### config.mk
export PLATFORM = sky130hd
export DESIGN_NAME = ooo_alu_core
export DESIGN_NICKNAME = d
export VERILOG_FILES = /design/src/common/uop_pkg.sv /design/src/common/wb_pkg.sv /design/src/hw/alu_exec.sv /design/src/hw/dispatch_stage.sv /design/src/hw/ooo_alu_core.sv /design/src/hw/phys_regfile.sv /design/src/issue/issue_queue.sv /design/src/issue/scoreboard.sv
export VERILOG_INCLUDE_DIRS = /design/src /design/src/common
export SDC_FILE = /design/constraint.sdc
export NUM_CORES = 2
export LEC_CHECK = 0
export BUFFER_PORTS_ARGS = -buffer_cell sky130_fd_sc_hd__buf_2
export CAP_MARGIN = 10
export CELL_PAD_IN_SITES_DETAIL_PLACEMENT = 1
export CELL_PAD_IN_SITES_GLOBAL_PLACEMENT = 1
export CORE_UTILIZATION = 47
export DETAILED_ROUTE_END_ITERATION = 6
export PLACE_DENSITY_LB_ADDON = 0.1
export SLEW_MARGIN = 20
export SYNTH_ARGS = -nofsm -noshare
export SYNTH_HDL_FRONTEND = slang
export SYNTH_HIERARCHICAL = 1
export SYNTH_SLANG_ARGS = --single-unit
### constraint.sdc
create_clock -name clk -period 6.01 [get_ports clk]
set_input_delay 0.601 -clock clk [delete_from_list [all_inputs] [get_ports clk]]
set_output_delay 0.601 -clock clk [all_outputs]
set_load 0.03 [all_outputs]
### src/common/core_settings.svh
`ifndef CORE_SETTINGS_SVH
`define CORE_SETTINGS_SVH

// datapath width
`define XLEN 32

// physical register file
`define PRF_NUM 32
`define PRF_W 5

// issue queue entries
`define IQ_DEPTH 8

// micro-ops per dispatch pair
`define DISPATCH_WIDTH 2

`endif

### src/common/uop_pkg.sv
`include "core_settings.svh"

package uop_pkg;

    typedef logic [`PRF_W-1:0] prf_num_t;

    // free entry count, 0 up to IQ_DEPTH
    typedef logic [$clog2(`IQ_DEPTH+1)-1:0] iq_cnt_t;

    typedef enum logic [2:0] {
        alu_add  = 3'd0,
        alu_sub  = 3'd1,
        alu_and  = 3'd2,
        alu_or   = 3'd3,
        alu_xor  = 3'd4,
        alu_sltu = 3'd5
    } alu_op_e;

    typedef struct packed {
        alu_op_e          op;
        prf_num_t         dst;
        prf_num_t         src1;
        prf_num_t         src2;
        logic             use_imm;
        logic [`XLEN-1:0] imm;
    } uop_t;

    // sibling flags mark sources written by slot 0 of the same pair
    typedef struct packed {
        logic valid;
        logic src1_sib;
        logic src2_sib;
        uop_t uop;
    } dispatch_slot_t;

    typedef struct packed {
        dispatch_slot_t [`DISPATCH_WIDTH-1:0] slot;
    } dispatch_pair_t;

    typedef struct packed {
        logic valid;
        logic src1_rdy;
        logic src2_rdy;
        uop_t uop;
    } iq_entry_t;

endpackage

### src/common/wb_pkg.sv
`include "core_settings.svh"

package wb_pkg;

    import uop_pkg::*;

    // result bus, doubles as the wakeup broadcast
    typedef struct packed {
        logic             valid;
        prf_num_t         dst;
        logic [`XLEN-1:0] data;
    } wb_t;

    typedef struct packed {
        logic valid;
        uop_t uop;
    } issue_t;

endpackage

### src/hw/alu_exec.sv
`timescale 1ns/1ns
`include "core_settings.svh"

module alu_exec (
    input  logic           clk,
    input  logic           arst_n,
    input  wb_pkg::issue_t issue,
    output wb_pkg::wb_t    wb
);

    import uop_pkg::*;

    prf_num_t [1:0]          raddr;
    logic [1:0][`XLEN-1:0]   rdata;
    logic [`XLEN-1:0]        op_a;
    logic [`XLEN-1:0]        op_b;
    logic [`XLEN-1:0]        result;
    logic                    wb_vld_q;
    prf_num_t                wb_dst_q;
    logic [`XLEN-1:0]        wb_data_q;

    phys_regfile u_prf (
        .clk    (clk),
        .arst_n (arst_n),
        .raddr  (raddr),
        .rdata  (rdata),
        .wr     (wb)
    );

    assign raddr[0] = issue.uop.src1;
    assign raddr[1] = issue.uop.src2;

    assign op_a = rdata[0];
    assign op_b = issue.uop.use_imm ? issue.uop.imm : rdata[1];

    always_comb begin
        case (issue.uop.op)
            alu_add:  result = op_a + op_b;
            alu_sub:  result = op_a - op_b;
            alu_and:  result = op_a & op_b;
            alu_or:   result = op_a | op_b;
            alu_xor:  result = op_a ^ op_b;
            alu_sltu: result = {{(`XLEN-1){1'b0}}, op_a < op_b};
            default:  result = '0;
        endcase
    end

    always_ff @(posedge clk or negedge arst_n) begin
        if (!arst_n) begin
            wb_vld_q <= 1'b0;
        end else begin
            wb_vld_q <= issue.valid;
        end
    end

    always_ff @(posedge clk) begin
        if (issue.valid) begin
            wb_dst_q  <= issue.uop.dst;
            wb_data_q <= result;
        end
    end

    assign wb.valid = wb_vld_q;
    assign wb.dst   = wb_dst_q;
    assign wb.data  = wb_data_q;

endmodule

### src/hw/dispatch_stage.sv
`timescale 1ns/1ns
`include "core_settings.svh"

module dispatch_stage (
    input  logic                    clk,
    input  logic                    arst_n,
    input  uop_pkg::dispatch_pair_t pair,
    input  uop_pkg::iq_cnt_t        free_count,
    output logic                    ready,
    output uop_pkg::dispatch_pair_t iq_pair
);

    import uop_pkg::*;

    dispatch_pair_t             packed_pair;
    dispatch_pair_t             pair_q;
    logic [`DISPATCH_WIDTH-1:0] vld_q;
    logic                       accept;

    // room for the pair held here plus one more
    assign ready  = free_count >= iq_cnt_t'(2 * `DISPATCH_WIDTH);
    assign accept = ready && (pair.slot[0].valid || pair.slot[1].valid);

    always_comb begin
        packed_pair = pair;
        // lone slot 1 moves down
        if (!pair.slot[0].valid) begin
            packed_pair.slot[0]       = pair.slot[1];
            packed_pair.slot[1].valid = 1'b0;
        end
        packed_pair.slot[0].src1_sib = 1'b0;
        packed_pair.slot[0].src2_sib = 1'b0;
        packed_pair.slot[1].src1_sib = packed_pair.slot[1].valid &&
            packed_pair.slot[1].uop.src1 == packed_pair.slot[0].uop.dst;
        packed_pair.slot[1].src2_sib = packed_pair.slot[1].valid &&
            !packed_pair.slot[1].uop.use_imm &&
            packed_pair.slot[1].uop.src2 == packed_pair.slot[0].uop.dst;
    end

    always_ff @(posedge clk or negedge arst_n) begin
        if (!arst_n) begin
            vld_q <= '0;
        end else if (accept) begin
            vld_q <= {packed_pair.slot[1].valid, packed_pair.slot[0].valid};
        end else begin
            vld_q <= '0;
        end
    end

    always_ff @(posedge clk) begin
        if (accept) begin
            pair_q <= packed_pair;
        end
    end

    always_comb begin
        iq_pair = pair_q;
        iq_pair.slot[0].valid = vld_q[0];
        iq_pair.slot[1].valid = vld_q[1];
    end

    // the source of micro-ops must hold while the queue is short of room
    a_no_accept_when_full: assert property (@(posedge clk) disable iff (!arst_n)
        (pair.slot[0].valid || pair.slot[1].valid) |-> ready)
        else $error("dispatch pair presented while ready is low");

endmodule

### src/hw/ooo_alu_core.sv
`timescale 1ns/1ns

module ooo_alu_core (
    input  logic                    clk,
    input  logic                    arst_n,
    input  uop_pkg::dispatch_pair_t pair,
    output logic                    ready,
    output wb_pkg::wb_t             wb
);

    import uop_pkg::*;
    import wb_pkg::*;

    dispatch_pair_t iq_pair;
    iq_cnt_t        free_count;
    issue_t         issue;

    dispatch_stage u_dispatch (
        .clk        (clk),
        .arst_n     (arst_n),
        .pair       (pair),
        .free_count (free_count),
        .ready      (ready),
        .iq_pair    (iq_pair)
    );

    issue_queue u_iq (
        .clk        (clk),
        .arst_n     (arst_n),
        .iq_pair    (iq_pair),
        .wb         (wb),
        .free_count (free_count),
        .issue      (issue)
    );

    // result feeds the queue wakeup and the core output
    alu_exec u_alu (
        .clk        (clk),
        .arst_n     (arst_n),
        .issue      (issue),
        .wb         (wb)
    );

endmodule

### src/hw/phys_regfile.sv
`timescale 1ns/1ns
`include "core_settings.svh"

module phys_regfile (
    input  logic                         clk,
    input  logic                         arst_n,
    input  uop_pkg::prf_num_t [1:0]      raddr,
    output logic [1:0][`XLEN-1:0]        rdata,
    input  wb_pkg::wb_t                  wr
);

    logic [`XLEN-1:0] regs_q [`PRF_NUM];

    // all registers start at zero, register 0 included
    always_ff @(posedge clk or negedge arst_n) begin
        if (!arst_n) begin
            for (int i = 0; i < `PRF_NUM; i++) begin
                regs_q[i] <= '0;
            end
        end else if (wr.valid) begin
            regs_q[wr.dst] <= wr.data;
        end
    end

    // no bypass, the queue holds consumers until the write has landed
    assign rdata[0] = regs_q[raddr[0]];
    assign rdata[1] = regs_q[raddr[1]];

endmodule

### src/issue/issue_queue.sv
`timescale 1ns/1ns
`include "core_settings.svh"

module issue_queue (
    input  logic                    clk,
    input  logic                    arst_n,
    input  uop_pkg::dispatch_pair_t iq_pair,
    input  wb_pkg::wb_t             wb,
    output uop_pkg::iq_cnt_t        free_count,
    output wb_pkg::issue_t          issue
);

    import uop_pkg::*;
    import wb_pkg::*;

    localparam int IDX_W = $clog2(`IQ_DEPTH);

    iq_entry_t                        entry_q [`IQ_DEPTH];
    iq_entry_t                        new_entry [`DISPATCH_WIDTH];
    logic [IDX_W-1:0]                 slot_idx [`DISPATCH_WIDTH];
    logic [`DISPATCH_WIDTH-1:0]       slot_ok;
    logic [`DISPATCH_WIDTH-1:0]       pair_vld;
    logic [`DISPATCH_WIDTH-1:0]       set_valid;
    prf_num_t [`DISPATCH_WIDTH-1:0]   set_num;
    prf_num_t [2*`DISPATCH_WIDTH-1:0] rd_num;
    logic [2*`DISPATCH_WIDTH-1:0]     busy;
    logic [`IQ_DEPTH-1:0]             src1_now;
    logic [`IQ_DEPTH-1:0]             src2_now;
    logic [`IQ_DEPTH-1:0]             can_issue;
    logic                             sel_valid;
    logic [IDX_W-1:0]                 sel_idx;
    logic                             issue_vld_q;
    uop_t                             issue_uop_q;

    scoreboard u_sb (
        .clk       (clk),
        .arst_n    (arst_n),
        .set_valid (set_valid),
        .set_num   (set_num),
        .clr       (wb),
        .rd_num    (rd_num),
        .busy      (busy)
    );

    // first free entries, in index order, one per slot
    always_comb begin
        int unsigned n;
        n = 0;
        slot_ok = '0;
        for (int k = 0; k < `DISPATCH_WIDTH; k++) begin
            slot_idx[k] = '0;
        end
        for (int i = 0; i < `IQ_DEPTH; i++) begin
            if (!entry_q[i].valid) begin
                for (int k = 0; k < `DISPATCH_WIDTH; k++) begin
                    if (n == k) begin
                        slot_idx[k] = IDX_W'(i);
                        slot_ok[k]  = 1'b1;
                    end
                end
                n++;
            end
        end
    end

    always_comb begin
        for (int k = 0; k < `DISPATCH_WIDTH; k++) begin
            pair_vld[k]   = iq_pair.slot[k].valid;
            set_valid[k]  = pair_vld[k] && slot_ok[k];
            set_num[k]    = iq_pair.slot[k].uop.dst;
            rd_num[2*k]   = iq_pair.slot[k].uop.src1;
            rd_num[2*k+1] = iq_pair.slot[k].uop.src2;
            new_entry[k].valid    = 1'b1;
            new_entry[k].uop      = iq_pair.slot[k].uop;
            new_entry[k].src1_rdy = !busy[2*k] && !iq_pair.slot[k].src1_sib;
            new_entry[k].src2_rdy = iq_pair.slot[k].uop.use_imm ||
                (!busy[2*k+1] && !iq_pair.slot[k].src2_sib);
        end
    end

    // wakeup from this cycle's writeback counts for select
    always_comb begin
        for (int i = 0; i < `IQ_DEPTH; i++) begin
            src1_now[i]  = entry_q[i].src1_rdy ||
                (wb.valid && wb.dst == entry_q[i].uop.src1);
            src2_now[i]  = entry_q[i].src2_rdy ||
                (wb.valid && wb.dst == entry_q[i].uop.src2);
            can_issue[i] = entry_q[i].valid && src1_now[i] && src2_now[i];
        end
    end

    // lowest index wins
    always_comb begin
        sel_valid = 1'b0;
        sel_idx   = '0;
        for (int i = `IQ_DEPTH - 1; i >= 0; i--) begin
            if (can_issue[i]) begin
                sel_valid = 1'b1;
                sel_idx   = IDX_W'(i);
            end
        end
    end

    always_comb begin
        free_count = iq_cnt_t'(`IQ_DEPTH);
        for (int i = 0; i < `IQ_DEPTH; i++) begin
            if (entry_q[i].valid) begin
                free_count = free_count - 1'b1;
            end
        end
    end

    always_ff @(posedge clk or negedge arst_n) begin
        if (!arst_n) begin
            for (int i = 0; i < `IQ_DEPTH; i++) begin
                entry_q[i] <= '0;
            end
        end else begin
            for (int i = 0; i < `IQ_DEPTH; i++) begin
                entry_q[i].src1_rdy <= src1_now[i];
                entry_q[i].src2_rdy <= src2_now[i];
            end
            if (sel_valid) begin
                entry_q[sel_idx].valid <= 1'b0;
            end
            for (int k = 0; k < `DISPATCH_WIDTH; k++) begin
                if (set_valid[k]) begin
                    entry_q[slot_idx[k]] <= new_entry[k];
                end
            end
        end
    end

    always_ff @(posedge clk or negedge arst_n) begin
        if (!arst_n) begin
            issue_vld_q <= 1'b0;
        end else begin
            issue_vld_q <= sel_valid;
        end
    end

    always_ff @(posedge clk) begin
        if (sel_valid) begin
            issue_uop_q <= entry_q[sel_idx].uop;
        end
    end

    assign issue.valid = issue_vld_q;
    assign issue.uop   = issue_uop_q;

    // dispatch back-pressure must leave a free entry for every slot
    a_enq_fits: assert property (@(posedge clk) disable iff (!arst_n)
        (pair_vld & ~slot_ok) == '0)
        else $error("enqueue with no free entry");

    // a source still on the writeback bus has not reached the register file
    a_issue_src_ready: assert property (@(posedge clk) disable iff (!arst_n)
        issue.valid && wb.valid |-> wb.dst != issue.uop.src1 &&
            (issue.uop.use_imm || wb.dst != issue.uop.src2))
        else $error("issued micro-op reads register %0d before writeback", wb.dst);

endmodule

### src/issue/scoreboard.sv
`timescale 1ns/1ns
`include "core_settings.svh"

module scoreboard (
    input  logic                                      clk,
    input  logic                                      arst_n,
    input  logic [`DISPATCH_WIDTH-1:0]                set_valid,
    input  uop_pkg::prf_num_t [`DISPATCH_WIDTH-1:0]   set_num,
    input  wb_pkg::wb_t                               clr,
    input  uop_pkg::prf_num_t [2*`DISPATCH_WIDTH-1:0] rd_num,
    output logic [2*`DISPATCH_WIDTH-1:0]              busy
);

    // one bit per physical register, high while a write is pending
    logic [`PRF_NUM-1:0] busy_q;

    always_ff @(posedge clk or negedge arst_n) begin
        if (!arst_n) begin
            busy_q <= '0;
        end else begin
            if (clr.valid) begin
                busy_q[clr.dst] <= 1'b0;
            end
            for (int k = 0; k < `DISPATCH_WIDTH; k++) begin
                if (set_valid[k]) begin
                    busy_q[set_num[k]] <= 1'b1;
                end
            end
        end
    end

    // same-cycle clear reads as not busy
    always_comb begin
        for (int i = 0; i < 2 * `DISPATCH_WIDTH; i++) begin
            busy[i] = busy_q[rd_num[i]] && !(clr.valid && clr.dst == rd_num[i]);
        end
    end

    // every writeback must match an earlier enqueue of its destination
    a_clr_was_busy: assert property (@(posedge clk) disable iff (!arst_n)
        clr.valid |-> busy_q[clr.dst])
        else $error("writeback to register %0d with no pending write", clr.dst);

endmodule

# == Word-level counts from Yosys, hierarchy flattened ==
# Cells that the tools add are included.
# classes
add_sub_neg,15
magnitude_cmp,22
n_eq_ne,34
muxes,120
bitwise_logic,13
n_reduce_logical,93
# ops
operator,count
bitwise mux 432 bit,3
2-to-1 mux 432 bit,3
bitwise mux 1024 bit,1
demux 54 bit (select 3 bit),3
2-to-1 mux 32 bit,15
binary-select mux 32 bit (select 5 bit),2
zero test 32 bit,7
2-to-1 mux 54 bit,4
"equality test 32 x 1 -> 1 bit, second input constant",6
case mux 32 bit (6 select lines),1
binary-select mux 54 bit (select 3 bit),1
"adder 32 x 1 -> 32 bit, second input constant",5
demux 32 bit (select 5 bit),1
equality test 5 bit,22
2-to-1 mux 51 bit,2
bitwise OR 32 bit,3
AND 32 bit,2
2-to-1 mux 3 bit,20
logical AND 1 bit,55
"< comparator 5 x 6 -> 1 bit, second input constant",7
2-to-1 mux 6 bit,7
2-to-1 mux 1 bit,34
adder 32 bit,1
< comparator 32 bit,1
24 further kinds,91
# word_totals
ff_bits,1684
input_bits,110
output_inout_bits,39

# == Longest topological paths before layout ==
# depth
depth_word,25
mapped_depth,29
depth_no_buf,25

# == Cells and area by module ==
# Netlist, hierarchy kept.
# by_module_without_submodules
module,instances,cells_each,area_per_inst_um2,seq_area_each_um2
phys_regfile,1,4605,56245.2,25624.6
issue_queue,1,2778,27405.0,12366.9
alu_exec,1,897,6762.7,1136.1
dispatch_stage,1,189,3970.1,3173.0
scoreboard,1,279,2995.4,800.8

# == Least setup slack after synthesis ==
# OpenSTA, ideal clock, no wires.
# synth_path
path_type,register -> register
startpoint,register u_iq/entry_q[323] in the netlist's numbering
endpoint,"register u_dispatch.pair_q (netlist bit u_dispatch/iq_pair[0]), enable pin"
setup_time_ps,471
t_arrival_ps,6228
required_ps,5539
setup_slack_ps,-689
stages_incl_launch_ff,17
path_buffers,1
period_less_slack_ps,6699
path_cell_list,dfrtp_1 buf_2 inv_1 fa_1 xor2_1 ha_1 mux2_2 ha_1 mux2_2 ha_1 mux2_2 ha_1 nand2_1 xnor2_1 xnor2_1 or2_2 o21a_1
# synth_between
elab_chain_len,13
# synth_lines
item,line,text
"start, declared",issue_queue.sv:18,iq_entry_t entry_q [`IQ_DEPTH];
"start signal, assigned by index",issue_queue.sv:128,entry_q[slot_idx[k]] <= new_entry[k];
2-to-1 mux 4 bit *,issue_queue.sv:107,if (entry_q[i].valid) begin
subtractor 4 x 1 -> 4 bit,issue_queue.sv:108,free_count = free_count - 1'b1;
2-to-1 mux 4 bit *,issue_queue.sv:107,
subtractor 4 x 1 -> 4 bit,issue_queue.sv:108,
2-to-1 mux 4 bit *,issue_queue.sv:107,
subtractor 4 x 1 -> 4 bit,issue_queue.sv:108,
2-to-1 mux 4 bit *,issue_queue.sv:107,
subtractor 4 x 1 -> 4 bit,issue_queue.sv:108,
2-to-1 mux 4 bit *,issue_queue.sv:107,
subtractor 4 x 1 -> 4 bit,issue_queue.sv:108,
2-to-1 mux 4 bit *,issue_queue.sv:107,
named net free_count[2],ooo_alu_core.sv:15,iq_cnt_t free_count;
>= comparator 4 x 3 -> 1 bit *,dispatch_stage.sv:21,assign ready = free_count >= iq_cnt_t'(2 * `DISPATCH_WIDTH);
named net ready,ooo_alu_core.sv:7,"output logic ready,"
logical AND 1 bit *,dispatch_stage.sv:22,assign accept = ready && (pair.slot[0].valid || pair.slot[1].valid);
named net u_dispatch.accept,dispatch_stage.sv:18,logic accept;
"end signal, assigned",dispatch_stage.sv:52,pair_q <= packed_pair;
"end, declared",dispatch_stage.sv:16,dispatch_pair_t pair_q;
# Mark *: on every way through the listed nets, which the timed path passes. The rest lies on a longest branch.
# A chain may end at the register's enable or synchronous reset.

==> impl_metrics.prom <==
# TYPE chip_impl_metric gauge
chip_impl_info{name="status",value="finished, final reports clean"} 1
chip_impl_metric{name="hold_viol",unit=""} 0
chip_impl_metric{name="final_net_count",unit=""} 8929
chip_impl_metric{name="timing.setup.tns",unit="ns"} 0
chip_impl_metric{name="drt-pass1-iter-count",unit=""} 6
chip_impl_metric{name="worst_pin_slew",unit="ns"} 1.23
chip_impl_metric{name="setup_skew_after_layout",unit="ns"} 0.0401
chip_impl_info{name="path_cells",value="nor2b_4, buf_12, a22oi_1, a31oi_1, nand3_1, mux2i_1, ha_1, nor2_1, o311ai_1, a21oi_1, a2111oi_0, buf_4, nor4b_1, buf_4, o21ai_1, nand2_1, a21oi_1, a221o_1"} 1
chip_impl_metric{name="start_util",unit="%"} 47.4
chip_impl_metric{name="cts.repair_timing.setup_buffer_count",unit=""} 0
chip_impl_metric{name="avgRoutedWirePerCell",unit="microns"} 30.5
chip_impl_info{name="slowest_stage",value="sky130_fd_sc_hd__nor2b_4"} 1
chip_impl_info{name="clockRootBuffer",value="sky130_fd_sc_hd__clkbuf_16"} 1
chip_impl_metric{name="slew-limit-headroom",unit="%"} 18.1
chip_impl_metric{name="yosys_warnings",unit=""} 6
chip_impl_metric{name="grt_antenna_before_repair",unit=""} 4
chip_impl_metric{name="pin_count",unit=""} 149
chip_impl_metric{name="grt_util_all_layers",unit="%"} 33.2
chip_impl_metric{name="slowest_delay",unit="ns"} 0.64
chip_impl_metric{name="final_core_util",unit="%"} 53.1
chip_impl_metric{name="postSynthAreaPerCell",unit="sq um"} 11.1
chip_impl_metric{name="fp.dieArea",unit="sq mm"} 0.209
chip_impl_info{name="startpoint_kind_of_the_worst_setup_timing_path",value="register"} 1
chip_impl_metric{name="drt_iter0_drc",unit=""} 5215
chip_impl_metric{name="max_cap_violations",unit=""} 0
chip_impl_metric{name="cts-root-to-sink-buffers",unit=""} 3
chip_impl_metric{name="finalHoldWorstSlack",unit="ns"} 0.0622
chip_impl_metric{name="ctsHtreeMaxLevel",unit=""} 4
chip_impl_metric{name="final_period_minus_worst_setup_slack",unit="ns"} 5.83
chip_impl_metric{name="cts_made_buffers",unit=""} 191
chip_impl_metric{name="final_antenna_net_count",unit=""} 0
chip_impl_metric{name="largest_net_degree_at_the_start_of_global_routing",unit=""} 177
chip_impl_metric{name="syn_to_final_growth",unit="%"} 11.9
chip_impl_metric{name="clock_latency_of_the_later_clocked_register_in_the_worst_skew_pair",unit="ns"} 0.85
chip_impl_metric{name="drive_above_1_share",unit="%"} 23.4
chip_impl_info{name="cts_tree",value="yes"} 1
chip_impl_metric{name="synthesis.area",unit="sq mm"} 0.0974
chip_impl_info{name="reg_to_reg_start",value="u_iq/issue[33]"} 1
chip_impl_metric{name="drc_errors",unit=""} 0
chip_impl_metric{name="buffer_ports.inserted",unit=""} 144
chip_impl_metric{name="core_region_area",unit="sq mm"} 0.205
chip_impl_metric{name="vias_in_the_first_global_route",unit=""} 77892
chip_impl_metric{name="cts.reportedPaths.clkPinSlew",unit="ns"} 0.06
chip_impl_metric{name="post-dp-hpwl",unit="mm"} 223
chip_impl_metric{name="vias",unit=""} 73379
chip_impl_info{name="critical_path.reg2reg.endpoint",value="u_alu/wb_data_q[27]"} 1
chip_impl_metric{name="synthCells",unit=""} 8746
chip_impl_metric{name="timing.hold.worst_path_depth",unit=""} 2
chip_impl_metric{name="die_width",unit="microns"} 457
chip_impl_metric{name="setup_viol",unit=""} 0
chip_impl_metric{name="cp.required",unit="ns"} 6.60
chip_impl_info{name="timing.hold.worst.start",value="pair[19]"} 1
chip_impl_info{name="hold_class",value="primary input to register"} 1
chip_impl_metric{name="wire_length_of_the_first_global_routing_pass",unit="mm"} 521
chip_impl_metric{name="number_of_cell_instances_on_the_worst_register_to_register_path",unit=""} 18
chip_impl_info{name="critical_path_class",value="register to register"} 1
chip_impl_metric{name="floorplan.rows",unit=""} 166
chip_impl_metric{name="clock_tree_sinks",unit=""} 1684
chip_impl_metric{name="globalRouteOverflowTotal",unit=""} 0
chip_impl_metric{name="detail_route.vias_per_cell",unit=""} 6.35
chip_impl_metric{name="die_height",unit="microns"} 457
chip_impl_metric{name="worst-endpoint-arrival",unit="ns"} 6.42
chip_impl_metric{name="maxSlewViolCount",unit=""} 0
chip_impl_metric{name="final_min_period_over_clock_period",unit="%"} 97.1
chip_impl_metric{name="globalplace.congestion",unit=""} 0.942
chip_impl_info{name="worstSetupEndpointType",value="register"} 1
chip_impl_metric{name="maxClockFrequency",unit="MHz"} 171
chip_impl_metric{name="reg2reg_setup_slack",unit="ns"} 0.18
chip_impl_info{name="unrepaired_setup_endpoints_after_global_routing",value="no"} 1
chip_impl_info{name="worstHoldEndpoint",value="u_dispatch/iq_pair[19]"} 1
chip_impl_metric{name="timing.critical_path.fanout_max",unit=""} 26
chip_impl_metric{name="routed_wire_length",unit="mm"} 352
[how the worst max path moves through the flow]
stage	from	endpoint	cells past startpoint
after detailed placement	u_iq/entry_q[431]	u_iq/u_sb/busy_q[28]	25
after floorplan	u_iq/entry_q[323]	u_iq/u_sb/busy_q[28]	26
final	u_iq/issue[33]	u_alu/wb_data_q[27]	18
after global routing	u_iq/entry_q[377]	u_iq/u_sb/busy_q[28]	25
after global placement	u_iq/entry_q[431]	u_iq/u_sb/busy_q[28]	25
after CTS	u_iq/entry_q[431]	ready	16
[layout by cell type (no fill, tap or decap), drive strengths merged, types with 60 or more instances in the layout]
cell type and count:
a21oi 619, a22o 128, a22oi 196, a31oi 84, buf 521, clkbuf 271
clkinv 64, dfrtp 1492, dlygate4sd3 65, edfxtp 192, ha 118, inv 136
mux2 1081, mux2i 1721, nand2 422, nand3 241, nor2 443, nor3 98
o21ai 228, o22ai 113, or2 60, xor2 88
[metrics by stage]
| stage | worst slack [ns] | instance area, sq um | instances |
|---|---|---|---|
| after floorplan | 0.378 | 97400 | 8747 |
| after global placement | 0.442 | 101000 | 11120 |
| after detailed placement | 0.344 | 101000 | 11122 |
| after CTS | 0.226 | 109000 | 11548 |
| after global routing | 0.0781 | 109000 | 11554 |
| final | 0.177 | 109000 | 11557 |
[critical path: cells and delay by family (launching register included)]
family	cells	cell delay [ns]
adder cells (fa/ha/maj)	1	0.41
AO/OA/AOI/OAI	8	1.85
AND/OR/NAND/NOR	5	1.65
multiplexers	1	0.38
flip-flops	1	0.52
buffers and inverters	3	0.73
[layer usage]
metal	GRT usage [%]	vias to the layer above	wire, microns
met3	4.51	772	17900
li1	-	31762	-
met5	0	-	13
met2	55.2	2195	168000
met4	14.6	2	17500
met1	43.1	38648	149000
[cell type report]
class	instances	area [sq um]
diodes	3	7.51
repair buffers	586	5590
multi-input cells	6104	49700
fillers	21294	96300
well taps	2688	3360
flip-flops and latches	1684	43100
clock buffers	271	5510
inverters	131	494
clock inverters	90	1160
[registers in the layout (all words and copies together) (netlist names)]
signal / cells
u_iq/issue_vld_q: 1
u_iq/u_sb/busy_q: 32
u_alu/wb_dst_q: 5
u_iq/issue: 51
u_iq/entry_q: 432
u_alu/wb_data_q: 32
u_dispatch/iq_pair: 104
u_alu/wb_vld_q: 1
u_dispatch/vld_q: 2
u_alu/u_prf/regs_q: 1024
[timing repair]
item / in CTS / in global routing
resized for setup: 0 / 2
endpoints found under the setup margin: 0 / 25
hold buffers: 65 / 0
hold endpoints to repair: 177 / 0
Power is not shown: default switching activity piles up to over one toggle a cycle in this logic, so the estimate is an artifact.
